## config.mk

```make
export PLATFORM = sky130hd
export DESIGN_NAME = cpu_ctl_top
export DESIGN_NICKNAME = d
export VERILOG_FILES = /design/src/cpu_ctl_pkg.sv /design/src/cpu_ctl_top.sv /design/src/ctl_result.sv /design/src/step_execute.sv /design/src/insn_decode.sv /design/src/insn_fetch.sv
export SDC_FILE = /design/constraint.sdc
export NUM_CORES = 1
export LEC_CHECK = 0
export ABC_AREA = 1
export BUFFER_PORTS_ARGS = -buffer_cell sky130_fd_sc_hd__buf_2
export CAP_MARGIN = 20
export CORE_MARGIN = 5
export CORE_UTILIZATION = 40
export DETAILED_ROUTE_END_ITERATION = 8
export GPL_ROUTABILITY_DRIVEN = 0
export PLACE_DENSITY_LB_ADDON = 0.05
export SLEW_MARGIN = 20
export SYNTH_ARGS = -nofsm -noshare
export SYNTH_HDL_FRONTEND = slang
export SYNTH_SLANG_ARGS = --single-unit
```

## constraint.sdc

```tcl
create_clock -name clk -period 8.4 [get_ports clk]
set_input_delay 2.52 -clock clk [delete_from_list [all_inputs] [get_ports clk]]
set_output_delay 2.52 -clock clk [all_outputs]
set_load 0.03 [all_outputs]
```

## src/cpu_ctl_pkg.sv

```systemverilog
package cpu_ctl_pkg;

    ////////////////////
    // Widths and sizes
    ////////////////////

    localparam int data_w          = 16;
    localparam int byte_w          = 8;
    localparam int insn_w          = 4 * byte_w;
    localparam int num_regs        = 16;
    localparam int reg_sel_w       = 4;
    localparam int op_w            = 4;
    localparam int oe_bits_per_reg = 3;
    localparam int oe_w            = num_regs * oe_bits_per_reg;
    localparam int ctl_steer_w     = 11;
    localparam int alu_op_w        = 3;

    // Bit position of each bus inside a register's enable group
    localparam int bus_a = 0;
    localparam int bus_b = 1;
    localparam int bus_c = 2;

    ////////////////////
    // Opcodes
    ////////////////////

    // Codes 0, 1 and 9 are not decoded and run as an idle step
    localparam logic [op_w-1:0] op_lfun_rr = 4'd2;
    localparam logic [op_w-1:0] op_add_rr  = 4'd3;
    localparam logic [op_w-1:0] op_sub_rr  = 4'd4;
    localparam logic [op_w-1:0] op_rot_rr  = 4'd5;
    localparam logic [op_w-1:0] op_rot_ri  = 4'd6;
    localparam logic [op_w-1:0] op_add_ri  = 4'd7;
    localparam logic [op_w-1:0] op_mov_ri  = 4'd8;
    localparam logic [op_w-1:0] op_lfun_ri = 4'd10;
    localparam logic [op_w-1:0] op_bez     = 4'd11;
    localparam logic [op_w-1:0] op_bnez    = 4'd12;
    localparam logic [op_w-1:0] op_bgez    = 4'd13;
    localparam logic [op_w-1:0] op_load    = 4'd14;
    localparam logic [op_w-1:0] op_store   = 4'd15;

    ////////////////////
    // ALU operations
    ////////////////////

    localparam logic [alu_op_w-1:0] alu_add       = 3'd0;
    localparam logic [alu_op_w-1:0] alu_add_carry = 3'd1;
    localparam logic [alu_op_w-1:0] alu_sub       = 3'd2;
    localparam logic [alu_op_w-1:0] alu_rot       = 3'd3;
    localparam logic [alu_op_w-1:0] alu_logic     = 3'd4;
    localparam logic [alu_op_w-1:0] alu_bez       = 3'd5;
    localparam logic [alu_op_w-1:0] alu_bnez      = 3'd6;
    localparam logic [alu_op_w-1:0] alu_bgez      = 3'd7;

    ////////////////////
    // Datapath steering
    ////////////////////

    // PC on the address bus, PC plus one back into PC
    localparam logic [ctl_steer_w-1:0] steer_fetch      = 11'b00010010101;
    localparam logic [ctl_steer_w-1:0] steer_rr         = 11'b00010000011;
    localparam logic [ctl_steer_w-1:0] steer_ri         = 11'b00010000101;
    localparam logic [ctl_steer_w-1:0] steer_imm_to_reg = 11'b00101000000;
    localparam logic [ctl_steer_w-1:0] steer_load_addr  = 11'b00000101001;
    localparam logic [ctl_steer_w-1:0] steer_store_lo   = 11'b01000100101;
    localparam logic [ctl_steer_w-1:0] steer_store_hi   = 11'b10000100101;

    localparam logic [data_w-1:0] fetch_imm = 16'd1;

    ////////////////////
    // Types
    ////////////////////

    typedef enum logic [3:0] {
        st_fetch,
        st_decode,
        st_alu_rr,
        st_alu_ri,
        st_mov_ri,
        st_branch,
        st_load_lo,
        st_load_hi,
        st_load_wb,
        st_store_lo,
        st_store_hi,
        st_idle
    } step_t;

    // Register form, with a 16-bit immediate in the top half for the long forms
    typedef struct packed {
        logic [data_w-1:0]    hi_imm;
        logic [reg_sel_w-1:0] reg_b;
        logic [reg_sel_w-1:0] reg_c;
        logic [op_w-1:0]      opcode;
        logic [reg_sel_w-1:0] reg_a;
    } insn_rr_t;

    // Three-byte immediate form
    typedef struct packed {
        logic [byte_w-1:0]    spare;
        logic [data_w-1:0]    lo_imm;
        logic [op_w-1:0]      opcode;
        logic [reg_sel_w-1:0] reg_a;
    } insn_ri_t;

    typedef union packed {
        insn_rr_t rr_view;
        insn_ri_t ri_view;
    } insn_word_t;

    typedef struct packed {
        logic [op_w-1:0]     opcode;
        step_t               first_step;
        logic [1:0]          step_cnt;
        logic [num_regs-1:0] write_oh;
        logic [oe_w-1:0]     output_en;
        logic [data_w-1:0]   immediate;
        logic [data_w-1:0]   immediate2;
        logic [alu_op_w-1:0] alu_op;
        logic [3:0]          logic_func;
    } step_plan_t;

    typedef struct packed {
        logic [num_regs-1:0]    write_en;
        logic                   data_write_en;
        logic [alu_op_w-1:0]    alu_op;
        logic [3:0]             alu_logic_func;
        logic [oe_w-1:0]        output_en;
        logic [ctl_steer_w-1:0] ctl_out;
        logic [data_w-1:0]      immediate;
        logic [data_w-1:0]      immediate2;
    } ctl_word_t;

endpackage
```

## src/cpu_ctl_top.sv

```systemverilog
`timescale 1ns/1ns

module cpu_ctl_top import cpu_ctl_pkg::*; (
    input  logic              clk,
    input  logic              reset,
    input  logic [byte_w-1:0] byte_in,
    output ctl_word_t         ctl,
    output logic              busy_fetch
);

    insn_word_t insn;
    logic       insn_done;
    step_plan_t plan;
    logic       plan_valid;
    step_t      step;
    logic       step_busy;
    ctl_word_t  word;

    insn_fetch fetch_i (
        .clk        (clk),
        .reset      (reset),
        .byte_in    (byte_in),
        .step_busy  (step_busy),
        .insn       (insn),
        .insn_done  (insn_done),
        .busy_fetch (busy_fetch)
    );

    insn_decode decode_i (
        .clk        (clk),
        .reset      (reset),
        .insn       (insn),
        .insn_done  (insn_done),
        .plan       (plan),
        .plan_valid (plan_valid)
    );

    step_execute execute_i (
        .clk        (clk),
        .reset      (reset),
        .plan       (plan),
        .plan_valid (plan_valid),
        .step       (step),
        .step_busy  (step_busy),
        .word       (word)
    );

    // Load data shares the byte input with instruction fetch
    ctl_result result_i (
        .clk     (clk),
        .reset   (reset),
        .step    (step),
        .word    (word),
        .byte_in (byte_in),
        .ctl     (ctl)
    );

endmodule

```

## src/ctl_result.sv

```systemverilog
`timescale 1ns/1ns

module ctl_result import cpu_ctl_pkg::*; (
    input  logic              clk,
    input  logic              reset,
    input  step_t             step,
    input  ctl_word_t         word,
    input  logic [byte_w-1:0] byte_in,
    output ctl_word_t         ctl
);

    logic [data_w-1:0] scratch_q;
    ctl_word_t         ctl_d;

    always_comb begin
        ctl_d = word;
        if (step == st_load_wb) begin
            ctl_d.immediate = scratch_q;
        end
    end

    always_ff @(posedge clk or posedge reset) begin
        if (reset) begin
            ctl <= '0;
        end else begin
            ctl <= ctl_d;
        end
    end

    // Memory returns the low byte first, then the high byte
    always_ff @(posedge clk) begin
        if (step == st_load_lo) begin
            scratch_q[byte_w-1:0] <= byte_in;
        end
        if (step == st_load_hi) begin
            scratch_q[data_w-1:byte_w] <= byte_in;
        end
    end

    // The writeback word carries the two bytes seen during the capture steps
    a_load_value: assert property (@(posedge clk) disable iff (reset)
        step == st_load_lo ##1 step == st_load_hi ##1 step == st_load_wb
        |=> ctl.immediate == {$past(byte_in, 2), $past(byte_in, 3)});

endmodule

```

## src/step_execute.sv

```systemverilog
`timescale 1ns/1ns

module step_execute import cpu_ctl_pkg::*; (
    input  logic       clk,
    input  logic       reset,
    input  step_plan_t plan,
    input  logic       plan_valid,
    output step_t      step,
    output logic       step_busy,
    output ctl_word_t  word
);

    step_t      cur_q;
    logic [1:0] left_q;
    logic       run_q;

    // Only the memory instructions have more than one step
    function automatic step_t next_step(step_t s);
        case (s)
            st_load_lo:  return st_load_hi;
            st_load_hi:  return st_load_wb;
            st_store_lo: return st_store_hi;
            default:     return st_idle;
        endcase
    endfunction

    ////////////////////
    // Step sequencing
    ////////////////////

    // The plan_valid cycle is the decode cycle, plan steps follow it
    always_comb begin
        if (run_q) begin
            step = cur_q;
        end else if (plan_valid) begin
            step = st_decode;
        end else begin
            step = st_fetch;
        end
    end

    assign step_busy = run_q || plan_valid;

    always_ff @(posedge clk or posedge reset) begin
        if (reset) begin
            run_q  <= 1'b0;
            cur_q  <= st_idle;
            left_q <= 2'd0;
        end else if (run_q) begin
            if (left_q == 2'd0) begin
                run_q <= 1'b0;
            end else begin
                cur_q  <= next_step(cur_q);
                left_q <= left_q - 2'd1;
            end
        end else if (plan_valid) begin
            run_q  <= 1'b1;
            cur_q  <= plan.first_step;
            left_q <= plan.step_cnt - 2'd1;
        end
    end

    ////////////////////
    // Control word
    ////////////////////

    always_comb begin
        word = '0;
        case (step)
            st_fetch: begin
                word.write_en  = num_regs'(1);
                word.alu_op    = alu_add;
                word.output_en = oe_w'(1) << bus_a;
                word.ctl_out   = steer_fetch;
                word.immediate = fetch_imm;
            end
            st_alu_rr, st_alu_ri, st_branch: begin
                word.write_en       = plan.write_oh;
                word.alu_op         = plan.alu_op;
                word.alu_logic_func = plan.logic_func;
                word.output_en      = plan.output_en;
                word.ctl_out        = (step == st_alu_rr) ? steer_rr : steer_ri;
                word.immediate      = plan.immediate;
            end
            st_mov_ri: begin
                word.write_en  = plan.write_oh;
                word.ctl_out   = steer_imm_to_reg;
                word.immediate = plan.immediate;
            end
            st_load_lo, st_load_hi: begin
                word.alu_op     = (step == st_load_lo) ? alu_add : alu_add_carry;
                word.output_en  = plan.output_en;
                word.ctl_out    = steer_load_addr;
                word.immediate2 = plan.immediate2;
            end
            st_load_wb: begin
                // The loaded value is put into the immediate by the output stage
                word.write_en = plan.write_oh;
                word.ctl_out  = steer_imm_to_reg;
            end
            st_store_lo, st_store_hi: begin
                word.data_write_en = 1'b1;
                word.alu_op        = (step == st_store_lo) ? alu_add : alu_add_carry;
                word.output_en     = plan.output_en;
                word.ctl_out       = (step == st_store_lo) ? steer_store_lo : steer_store_hi;
                word.immediate     = plan.immediate;
            end
            // Decode and idle steps leave the word at zero
            default: ;
        endcase
    end

    a_one_writer: assert property (@(posedge clk) disable iff (reset)
        $onehot0(word.write_en));

    // A memory write must come from a store that the decoder latched
    a_store_only: assert property (@(posedge clk) disable iff (reset)
        word.data_write_en |-> run_q && plan.opcode == op_store);

endmodule

```

## src/insn_decode.sv

```systemverilog
`timescale 1ns/1ns

module insn_decode import cpu_ctl_pkg::*; (
    input  logic       clk,
    input  logic       reset,
    input  insn_word_t insn,
    input  logic       insn_done,
    output step_plan_t plan,
    output logic       plan_valid
);

    insn_rr_t        rr;
    insn_ri_t        ri;
    logic [op_w-1:0] op;
    step_plan_t      plan_d;

    function automatic logic [num_regs-1:0] reg_onehot(logic [reg_sel_w-1:0] sel);
        return num_regs'(1) << sel;
    endfunction

    // One enable bit inside the three-bit group of a register
    function automatic logic [oe_w-1:0] bus_enable(logic [reg_sel_w-1:0] sel, int bus);
        return oe_w'(1) << (sel * oe_bits_per_reg + bus);
    endfunction

    assign rr = insn.rr_view;
    assign ri = insn.ri_view;
    assign op = rr.opcode;

    always_comb begin
        plan_d            = '0;
        plan_d.opcode     = op;
        plan_d.first_step = st_idle;
        plan_d.step_cnt   = 2'd1;
        case (op)
            op_lfun_rr: begin
                plan_d.first_step = st_alu_rr;
                plan_d.write_oh   = reg_onehot(rr.reg_a);
                plan_d.output_en  = bus_enable(rr.reg_a, bus_a) | bus_enable(rr.reg_b, bus_b);
                plan_d.alu_op     = alu_logic;
                plan_d.logic_func = rr.reg_c;
            end
            op_add_rr, op_sub_rr, op_rot_rr: begin
                plan_d.first_step = st_alu_rr;
                plan_d.write_oh   = reg_onehot(rr.reg_b);
                plan_d.output_en  = bus_enable(rr.reg_b, bus_a) | bus_enable(rr.reg_c, bus_b);
                plan_d.alu_op     = (op == op_add_rr) ? alu_add :
                                    (op == op_sub_rr) ? alu_sub : alu_rot;
                plan_d.logic_func = rr.reg_c;
            end
            op_rot_ri: begin
                // The rotate amount is the nibble in the reg_c slot
                plan_d.first_step = st_alu_ri;
                plan_d.write_oh   = reg_onehot(ri.reg_a);
                plan_d.output_en  = bus_enable(ri.reg_a, bus_a);
                plan_d.alu_op     = alu_rot;
                plan_d.immediate  = data_w'(rr.reg_c);
            end
            op_add_ri: begin
                plan_d.first_step = st_alu_ri;
                plan_d.write_oh   = reg_onehot(ri.reg_a);
                plan_d.output_en  = bus_enable(ri.reg_a, bus_a);
                plan_d.alu_op     = alu_add;
                plan_d.immediate  = ri.lo_imm;
            end
            op_mov_ri: begin
                plan_d.first_step = st_mov_ri;
                plan_d.write_oh   = reg_onehot(ri.reg_a);
                plan_d.immediate  = ri.lo_imm;
            end
            op_lfun_ri: begin
                plan_d.first_step = st_alu_ri;
                plan_d.write_oh   = reg_onehot(rr.reg_b);
                plan_d.output_en  = bus_enable(rr.reg_b, bus_a);
                plan_d.alu_op     = alu_logic;
                plan_d.logic_func = rr.reg_c;
                plan_d.immediate  = rr.hi_imm;
            end
            op_bez, op_bnez, op_bgez: begin
                // Target is reg_c plus offset, the tested value rides on the C bus
                plan_d.first_step = st_branch;
                plan_d.write_oh   = reg_onehot('0);
                plan_d.output_en  = bus_enable(rr.reg_c, bus_a) | bus_enable(rr.reg_b, bus_c);
                plan_d.alu_op     = (op == op_bez)  ? alu_bez :
                                    (op == op_bnez) ? alu_bnez : alu_bgez;
                plan_d.immediate  = rr.hi_imm;
            end
            op_load: begin
                plan_d.first_step = st_load_lo;
                plan_d.step_cnt   = 2'd3;
                plan_d.write_oh   = reg_onehot(rr.reg_b);
                plan_d.output_en  = bus_enable(rr.reg_c, bus_a);
                plan_d.immediate2 = rr.hi_imm;
            end
            op_store: begin
                plan_d.first_step = st_store_lo;
                plan_d.step_cnt   = 2'd2;
                plan_d.output_en  = bus_enable(rr.reg_b, bus_a) | bus_enable(rr.reg_c, bus_b);
                plan_d.immediate  = rr.hi_imm;
            end
            // Unsupported opcodes keep the idle plan
            default: ;
        endcase
    end

    always_ff @(posedge clk or posedge reset) begin
        if (reset) begin
            plan_valid <= 1'b0;
        end else begin
            plan_valid <= insn_done;
        end
    end

    always_ff @(posedge clk) begin
        if (insn_done) begin
            plan <= plan_d;
        end
    end

endmodule

```

## src/insn_fetch.sv

```systemverilog
`timescale 1ns/1ns

module insn_fetch import cpu_ctl_pkg::*; (
    input  logic              clk,
    input  logic              reset,
    input  logic [byte_w-1:0] byte_in,
    input  logic              step_busy,
    output insn_word_t        insn,
    output logic              insn_done,
    output logic              busy_fetch
);

    logic [insn_w-1:0] bytes_q;
    logic [insn_w-1:0] bytes_d;
    logic [1:0]        count_q;

    // Index of the last byte, from the length class of the opcode
    function automatic logic [1:0] last_index(logic [op_w-1:0] opcode);
        if (opcode < op_lfun_rr) begin
            return 2'd0;
        end else if (opcode < op_add_ri) begin
            return 2'd1;
        end else if (opcode < op_lfun_ri) begin
            return 2'd2;
        end
        return 2'd3;
    endfunction

    assign busy_fetch = !step_busy;

    // The byte on the input is merged in right away so the opcode of a
    // first byte is visible in the same cycle
    always_comb begin
        bytes_d = bytes_q;
        if (count_q == 2'd0) begin
            bytes_d = '0;
        end
        bytes_d[count_q*byte_w +: byte_w] = byte_in;
    end

    assign insn = bytes_d;

    // High in the cycle whose byte completes the instruction
    assign insn_done = busy_fetch && (count_q == last_index(insn.rr_view.opcode));

    always_ff @(posedge clk or posedge reset) begin
        if (reset) begin
            count_q <= 2'd0;
        end else if (busy_fetch) begin
            count_q <= insn_done ? 2'd0 : count_q + 2'd1;
        end
    end

    always_ff @(posedge clk) begin
        if (busy_fetch) begin
            bytes_q <= bytes_d;
        end
    end

    // The sequencer must take over in the cycle right after the last byte
    a_done_hand_off: assert property (@(posedge clk) disable iff (reset)
        insn_done |-> !step_busy ##1 step_busy);

endmodule

```

After elaboration in Yosys (flattened, before gate mapping)

Index checks and enable logic that the tools add are counted.

Add/sub/neg operators: 7
$mul: 3
Magnitude comparators: 3
Eq/ne operators: 27
Shift-type cells: 10
Multiplexer cells: 45
Bitwise operators: 3
Reduce and logical (&&, ||, !) cells: 27

Operator list:

| operator                  | count |
|---|---|
| $pmux W48 S6              | 1 |
| $or A48 B48 Y48           | 3 |
| $shl A1 B32 Y48 const A   | 3 |
| $shl A1 B6 Y48 const A    | 3 |
| $pmux W16 S3              | 2 |
| $pmux W48 S2              | 1 |
| $pmux W16 S2              | 2 |
| $pmux W11 S5              | 1 |
| $eq A4 B4 Y1 const B      | 11 |
| $eq A4 B3 Y1 const B      | 10 |
| $neg A5 Y34               | 1 |
| $shift A8 B34 Y32 const A | 1 |
| $shiftx A8 B34 Y32        | 1 |
| $bwmux W32                | 1 |
| $mux W16                  | 2 |
| $mux W32                  | 1 |
| $shl A1 B4 Y16 const A    | 2 |
| $pmux W4 S6               | 1 |
| $mux W4                   | 5 |
| $reduce_or A5 Y1          | 4 |
| $mul A4 B2 Y6 const B     | 3 |
| $eq A4 B2 Y1 const B      | 4 |
| $mux W2                   | 8 |
| $add A6 B1 Y7 const B     | 2 |
| 27 further kinds          | 52 |

Register bits after elaboration: 282
Bits of input ports: 10
Output and inout port bits: 116
Word-level logic and storage cells: 149

Longest topological paths before layout

Word-level depth: 11
Mapped depth: 24

Cells and area by module

From an unflattened synthesis, not the netlist that was laid out.

Cell total of the unflattened synthesis: 1619
Area, all modules: 14347.5 um2

By module, submodules not included:

| module       | times used | cells an instance | area an instance (um2) |
|---|---|---|---|
| insn_decode  | 1          | 948               | 7437.1 |
| ctl_result   | 1          | 191               | 3652.3 |
| insn_fetch   | 1          | 176               | 1720.4 |
| step_execute | 1          | 304               | 1537.7 |

Least setup slack after synthesis

OpenSTA, ideal clock, no wires.

Path type: input -> register
Start point: input byte_in[6]
End point: register decode_i.plan[0] (netlist name)
Setup time: 0.463 ns
Data arrival time: 5.569 ns
Required time: 7.937 ns
Path slack: 2.368 ns
Stages on the path: 9
Cell sequence: inv_1 o22ai_4 inv_2 nor2_4 nand2_1 nand3_1 nand2_1 nand3b_1 inv_1

RTL lines:

| what               | RTL line         | RTL |
|---|---|---|
| start: declaration | cpu_ctl_top.sv:6 | `input logic [byte_w-1:0] byte_in,` |

==> summary by stage <==
Outcome
The run finished with clean final reports.

Detailed routing
The count of nets left with antenna violations once routing finished came out at 0. The number of DRC markers in iteration 0 is around 1,100. The pre-antenna-repair detailed-routing pass consisted of 5 iterations. The final wirelength is a little under 40,000 um. After detailed routing, the average wire length per cell comes to between 15 and 20 um. In the routed layout, each cell is associated on average with a via count of 5.053. The total via count after detailed routing is 10,630. For this run, design rule violations remaining after detail routing come to 0.

Synth
The flip-flop and latch count after synthesis is about 280. The fraction of the yosys area taken by sequential cells is 0.5811. The mapped netlist covers approximately 13,000 um^2. The average instance in the mapped netlist occupies between 8 and 9 um^2. The cell count after synthesis is 1,512. The flip-flop cell with the highest count after synthesis is sky130_fd_sc_hd__edfxtp_1.

The total of warnings raised by yosys is 0. For this run, asynchronously set or reset flops after synthesis account for 0.4413. sky130_fd_sc_hd__edfxtp_1 takes more of the synthesized area than any other cell. The number of nets in the synthesized netlist is 1,546. The number of different library cells used by synthesis comes to 45. The top cell type's share of synthesized area is 0.3503. In the post-synthesis netlist, the biggest area contributors are sky130_fd_sc_hd__edfxtp_1, sky130_fd_sc_hd__dfrtp_1, sky130_fd_sc_hd__nand2_1.

The commonest cells after synthesis are sky130_fd_sc_hd__nand2_1, sky130_fd_sc_hd__nor2_1, sky130_fd_sc_hd__inv_1, sky130_fd_sc_hd__edfxtp_1, sky130_fd_sc_hd__nand3_1. In the post-synthesis netlist, the cell with the most instances is sky130_fd_sc_hd__nand2_1. In this run, synthesis inferred 157 flip-flops with an integrated enable.

Floorplan
The floorplan has 67 rows. The die outline width is 193.4 um. The count of boundary I/O pins is approximately 130. The core region area is around 33,000 um^2. The die is 193.4 um tall. The initial utilization of the core area, before any placement, comes to 0.4034. The area of the die is roughly 37,000 um^2.

Global route
Entering global routing, the biggest net connects 82 pins. In the global route stage, overall resource usage came out at 0.2000. The initial antenna violation count is 0. The number of global-route vias before repair is around 10,000. The first global-routing pass estimated between 60,000 and 70,000 um of wire.

The sum of overflow across all layers after global routing is 0.

STA
Across all hold checks on the routed design, the worst slack comes to approximately 0.47 ns. Setup violations remaining at the end of the flow were counted as 0. The final number of max-transition violations is 0. The post-route setup TNS is 0 ns. Setup repair after global routing left no endpoint under its margin. The final clock skew is around 0.012 ns. The final worst-path cycle share is 0.7346.

The worst path meets setup with ~2.2 ns of slack. The final critical path time including I/O delays and setup is roughly 6 ns. The number of hold-slack violations in the final timing report was 0. At the pin with the least slew margin, the transition time is ~1.1 ns. The remaining max-slew budget at the tightest pin is 0.2976. The maximum clock rate is approximately 160 MHz.

Min path
In this run the most critical hold path is launched from result_i.scratch_q[0]$_DFFE_PP_. The worst hold path belongs to the class reg2reg.

Clock tree
Clock-pin slew was measured on the worst setup and hold paths at 0.06 ns. The maximum buffer depth of the clock tree is 3. CTS saw about 280 sinks. The total CTS buffers is 31. The clock reaches the later pin of the worst-skew pair after 0.59 ns. The CTS tree is built. For this design, the CTS-stage hold fixing added 0 buffers. The root buffer cell chosen for the clock tree is sky130_fd_sc_hd__clkbuf_16.

In this run, post-CTS repair resized a total of 0 instances. In this run the number of H-tree levels came out at 1. The number of post-CTS setup repair buffers is 0.

Critical path
For flop-to-flop paths, the worst setup slack is 2.57 ns. STA classifies the critical path endpoint as a register. The data arrival time of the worst path is 6.45 ns. The critical path in this run is classified as in2reg. The required time at the worst-slack endpoint is just under 9 ns. In this run the critical register-to-register path is launched from fetch_i.count_q[0]$_DFFE_PP0P_. Of all nets on the critical path, the largest fanout is 21.

The start point of the critical path is byte_in[7]. The worst setup path is launched from a primary input.

Cells and area
The number of nets in the final layout is about 1,700. The diode insertion count for antenna repair is 0. From synthesis to final layout, the design area changed by 16.18%. In the final layout, the share of cells above drive strength 1 is 0.1467.

Placement
The final HPWL from detailed placement is between 20,000 and 30,000 um. The setup slack at placement is 1.753 ns. Buffers placed on the I/O ports in this run total approximately 130.

Run
The number of maximum-capacitance constraint violations is 0.
-- worst paths after layout --
| path | endpoint | cells after the start |
|---|---|---|
| max | decode_i.plan[75]$_DFFE_PP_ | 18 |
| min | result_i.ctl[16]$_DFF_PP0_ | 2 |
| max reg2reg | decode_i.plan[75]$_DFFE_PP_ | 18 |
| min reg2reg | result_i.ctl[16]$_DFF_PP0_ | 2 |
| max in group asynchronous | result_i.ctl[84]$_DFF_PP0_ | 3 |
| min in group asynchronous | result_i.ctl[33]$_DFF_PP0_ | 2 |
-- state kept, by name, summed over array words and instances (netlist names) --
| name | cells |
|---|---|
| result_i.ctl | 114 |
| decode_i.plan | 109 |
| fetch_i.bytes_q | 32 |
| result_i.scratch_q | 16 |
| execute_i.cur_q | 4 |
| execute_i.left_q | 2 |
| fetch_i.count_q | 2 |
| decode_i.plan_valid | 1 |
| execute_i.run_q | 1 |
-- critical path: stages --
cell,delay [ns]
sky130_fd_sc_hd__buf_2,0.15
sky130_fd_sc_hd__nand3_1,0.09
sky130_fd_sc_hd__nand2_1,0.09
sky130_fd_sc_hd__nand3_1,0.35
sky130_fd_sc_hd__inv_1,0.50
sky130_fd_sc_hd__ha_1,0.35
sky130_fd_sc_hd__inv_1,0.10
sky130_fd_sc_hd__nand2_1,0.05
sky130_fd_sc_hd__nand3b_1,0.20
sky130_fd_sc_hd__nand2_1,0.11
sky130_fd_sc_hd__nand2_1,0.06
sky130_fd_sc_hd__nand2_2,0.15
sky130_fd_sc_hd__nand4_1,0.10
sky130_fd_sc_hd__nand2_1,0.64
sky130_fd_sc_hd__buf_4,0.36
sky130_fd_sc_hd__inv_1,0.28
sky130_fd_sc_hd__nand2_1,0.15
sky130_fd_sc_hd__nand3_1,0.17
-- routing by layer --
| metal | vias up | share of wire | GRT usage | routed length, um |
|---|---|---|---|---|
| met5 | - | 0 | 0 | 0 |
| met4 | 0 | 0.022 | 0.04931 | 860 |
| met3 | 69 | 0.084 | 0.04314 | 3212 |
| met2 | 389 | 0.41 | 0.2789 | 15720 |
| met1 | 5060 | 0.49 | 0.3162 | 18650 |
| li1 | 5114 | - | - | - |
-- area by class of cell --
type | instances | area (um^2)
Clock inverter | 16 | 211.5
Timing Repair Buffer | 132 | 690.7
Fill cell | 3350 | 17730
Sequential cell | 281 | 7821
Inverter | 245 | 925.9
Clock buffer | 42 | 922.1
Tap cell | 448 | 560.5
Multi-Input combinational cell | 940 | 4504
-- through the flow --
step                      cell area [um^2]    util  instances
after floorplan                      13460       -       1512
after global placement               14480  0.4340       2045
after detailed placement             14480  0.4340       2045
after CTS                            15610  0.4680       2103
after global routing                 15640  0.4686       2104
final                                15640  0.4686       2104
-- cells by family after synthesis --
family / share of synthesized area
simple gates: 0.2570
compound gates: 0.05215
fa+ha+maj: 0.02287
xor+xnor: 0.001302
buf+inv: 0.08553
flops: 0.5811
-- placed cells by master, fill, tap and decap left out, types with 2 or more instances in the layout --
cell type                   instances
sky130_fd_sc_hd__a21oi_1           19
sky130_fd_sc_hd__nor2_4             3
sky130_fd_sc_hd__nand2_2            8
sky130_fd_sc_hd__nand2_1          287
sky130_fd_sc_hd__o21ai_0           16
sky130_fd_sc_hd__ha_1              23
sky130_fd_sc_hd__inv_1            225
sky130_fd_sc_hd__o22ai_4            3
sky130_fd_sc_hd__nand3_1          154
sky130_fd_sc_hd__buf_4              6
sky130_fd_sc_hd__buf_2            125
sky130_fd_sc_hd__a31oi_1            2
sky130_fd_sc_hd__nand3b_1           5
sky130_fd_sc_hd__o31ai_1            3
sky130_fd_sc_hd__bufinv_16          4
sky130_fd_sc_hd__clkinv_2           8
sky130_fd_sc_hd__or2_2              8
sky130_fd_sc_hd__and3_1             2
sky130_fd_sc_hd__inv_2             12
sky130_fd_sc_hd__o21bai_1           4
sky130_fd_sc_hd__xor2_1             2
sky130_fd_sc_hd__nor2_2            11
sky130_fd_sc_hd__clkbuf_16         35
sky130_fd_sc_hd__dfrtp_1          121
sky130_fd_sc_hd__o21ai_1            4
sky130_fd_sc_hd__clkinv_1           5
sky130_fd_sc_hd__o22ai_1           31
sky130_fd_sc_hd__clkbuf_8           2
sky130_fd_sc_hd__nor3_1            38
sky130_fd_sc_hd__nand4_1           14
sky130_fd_sc_hd__clkbuf_1           5
sky130_fd_sc_hd__edfxtp_1         157
sky130_fd_sc_hd__inv_4              2
sky130_fd_sc_hd__and2_1             3
sky130_fd_sc_hd__dfstp_2            3
sky130_fd_sc_hd__o21ai_2            2
sky130_fd_sc_hd__a22o_1            15
sky130_fd_sc_hd__nor2_1           273
Power is not shown: default switching activity piles up to over one toggle a cycle in this logic, so the estimate is an artifact.
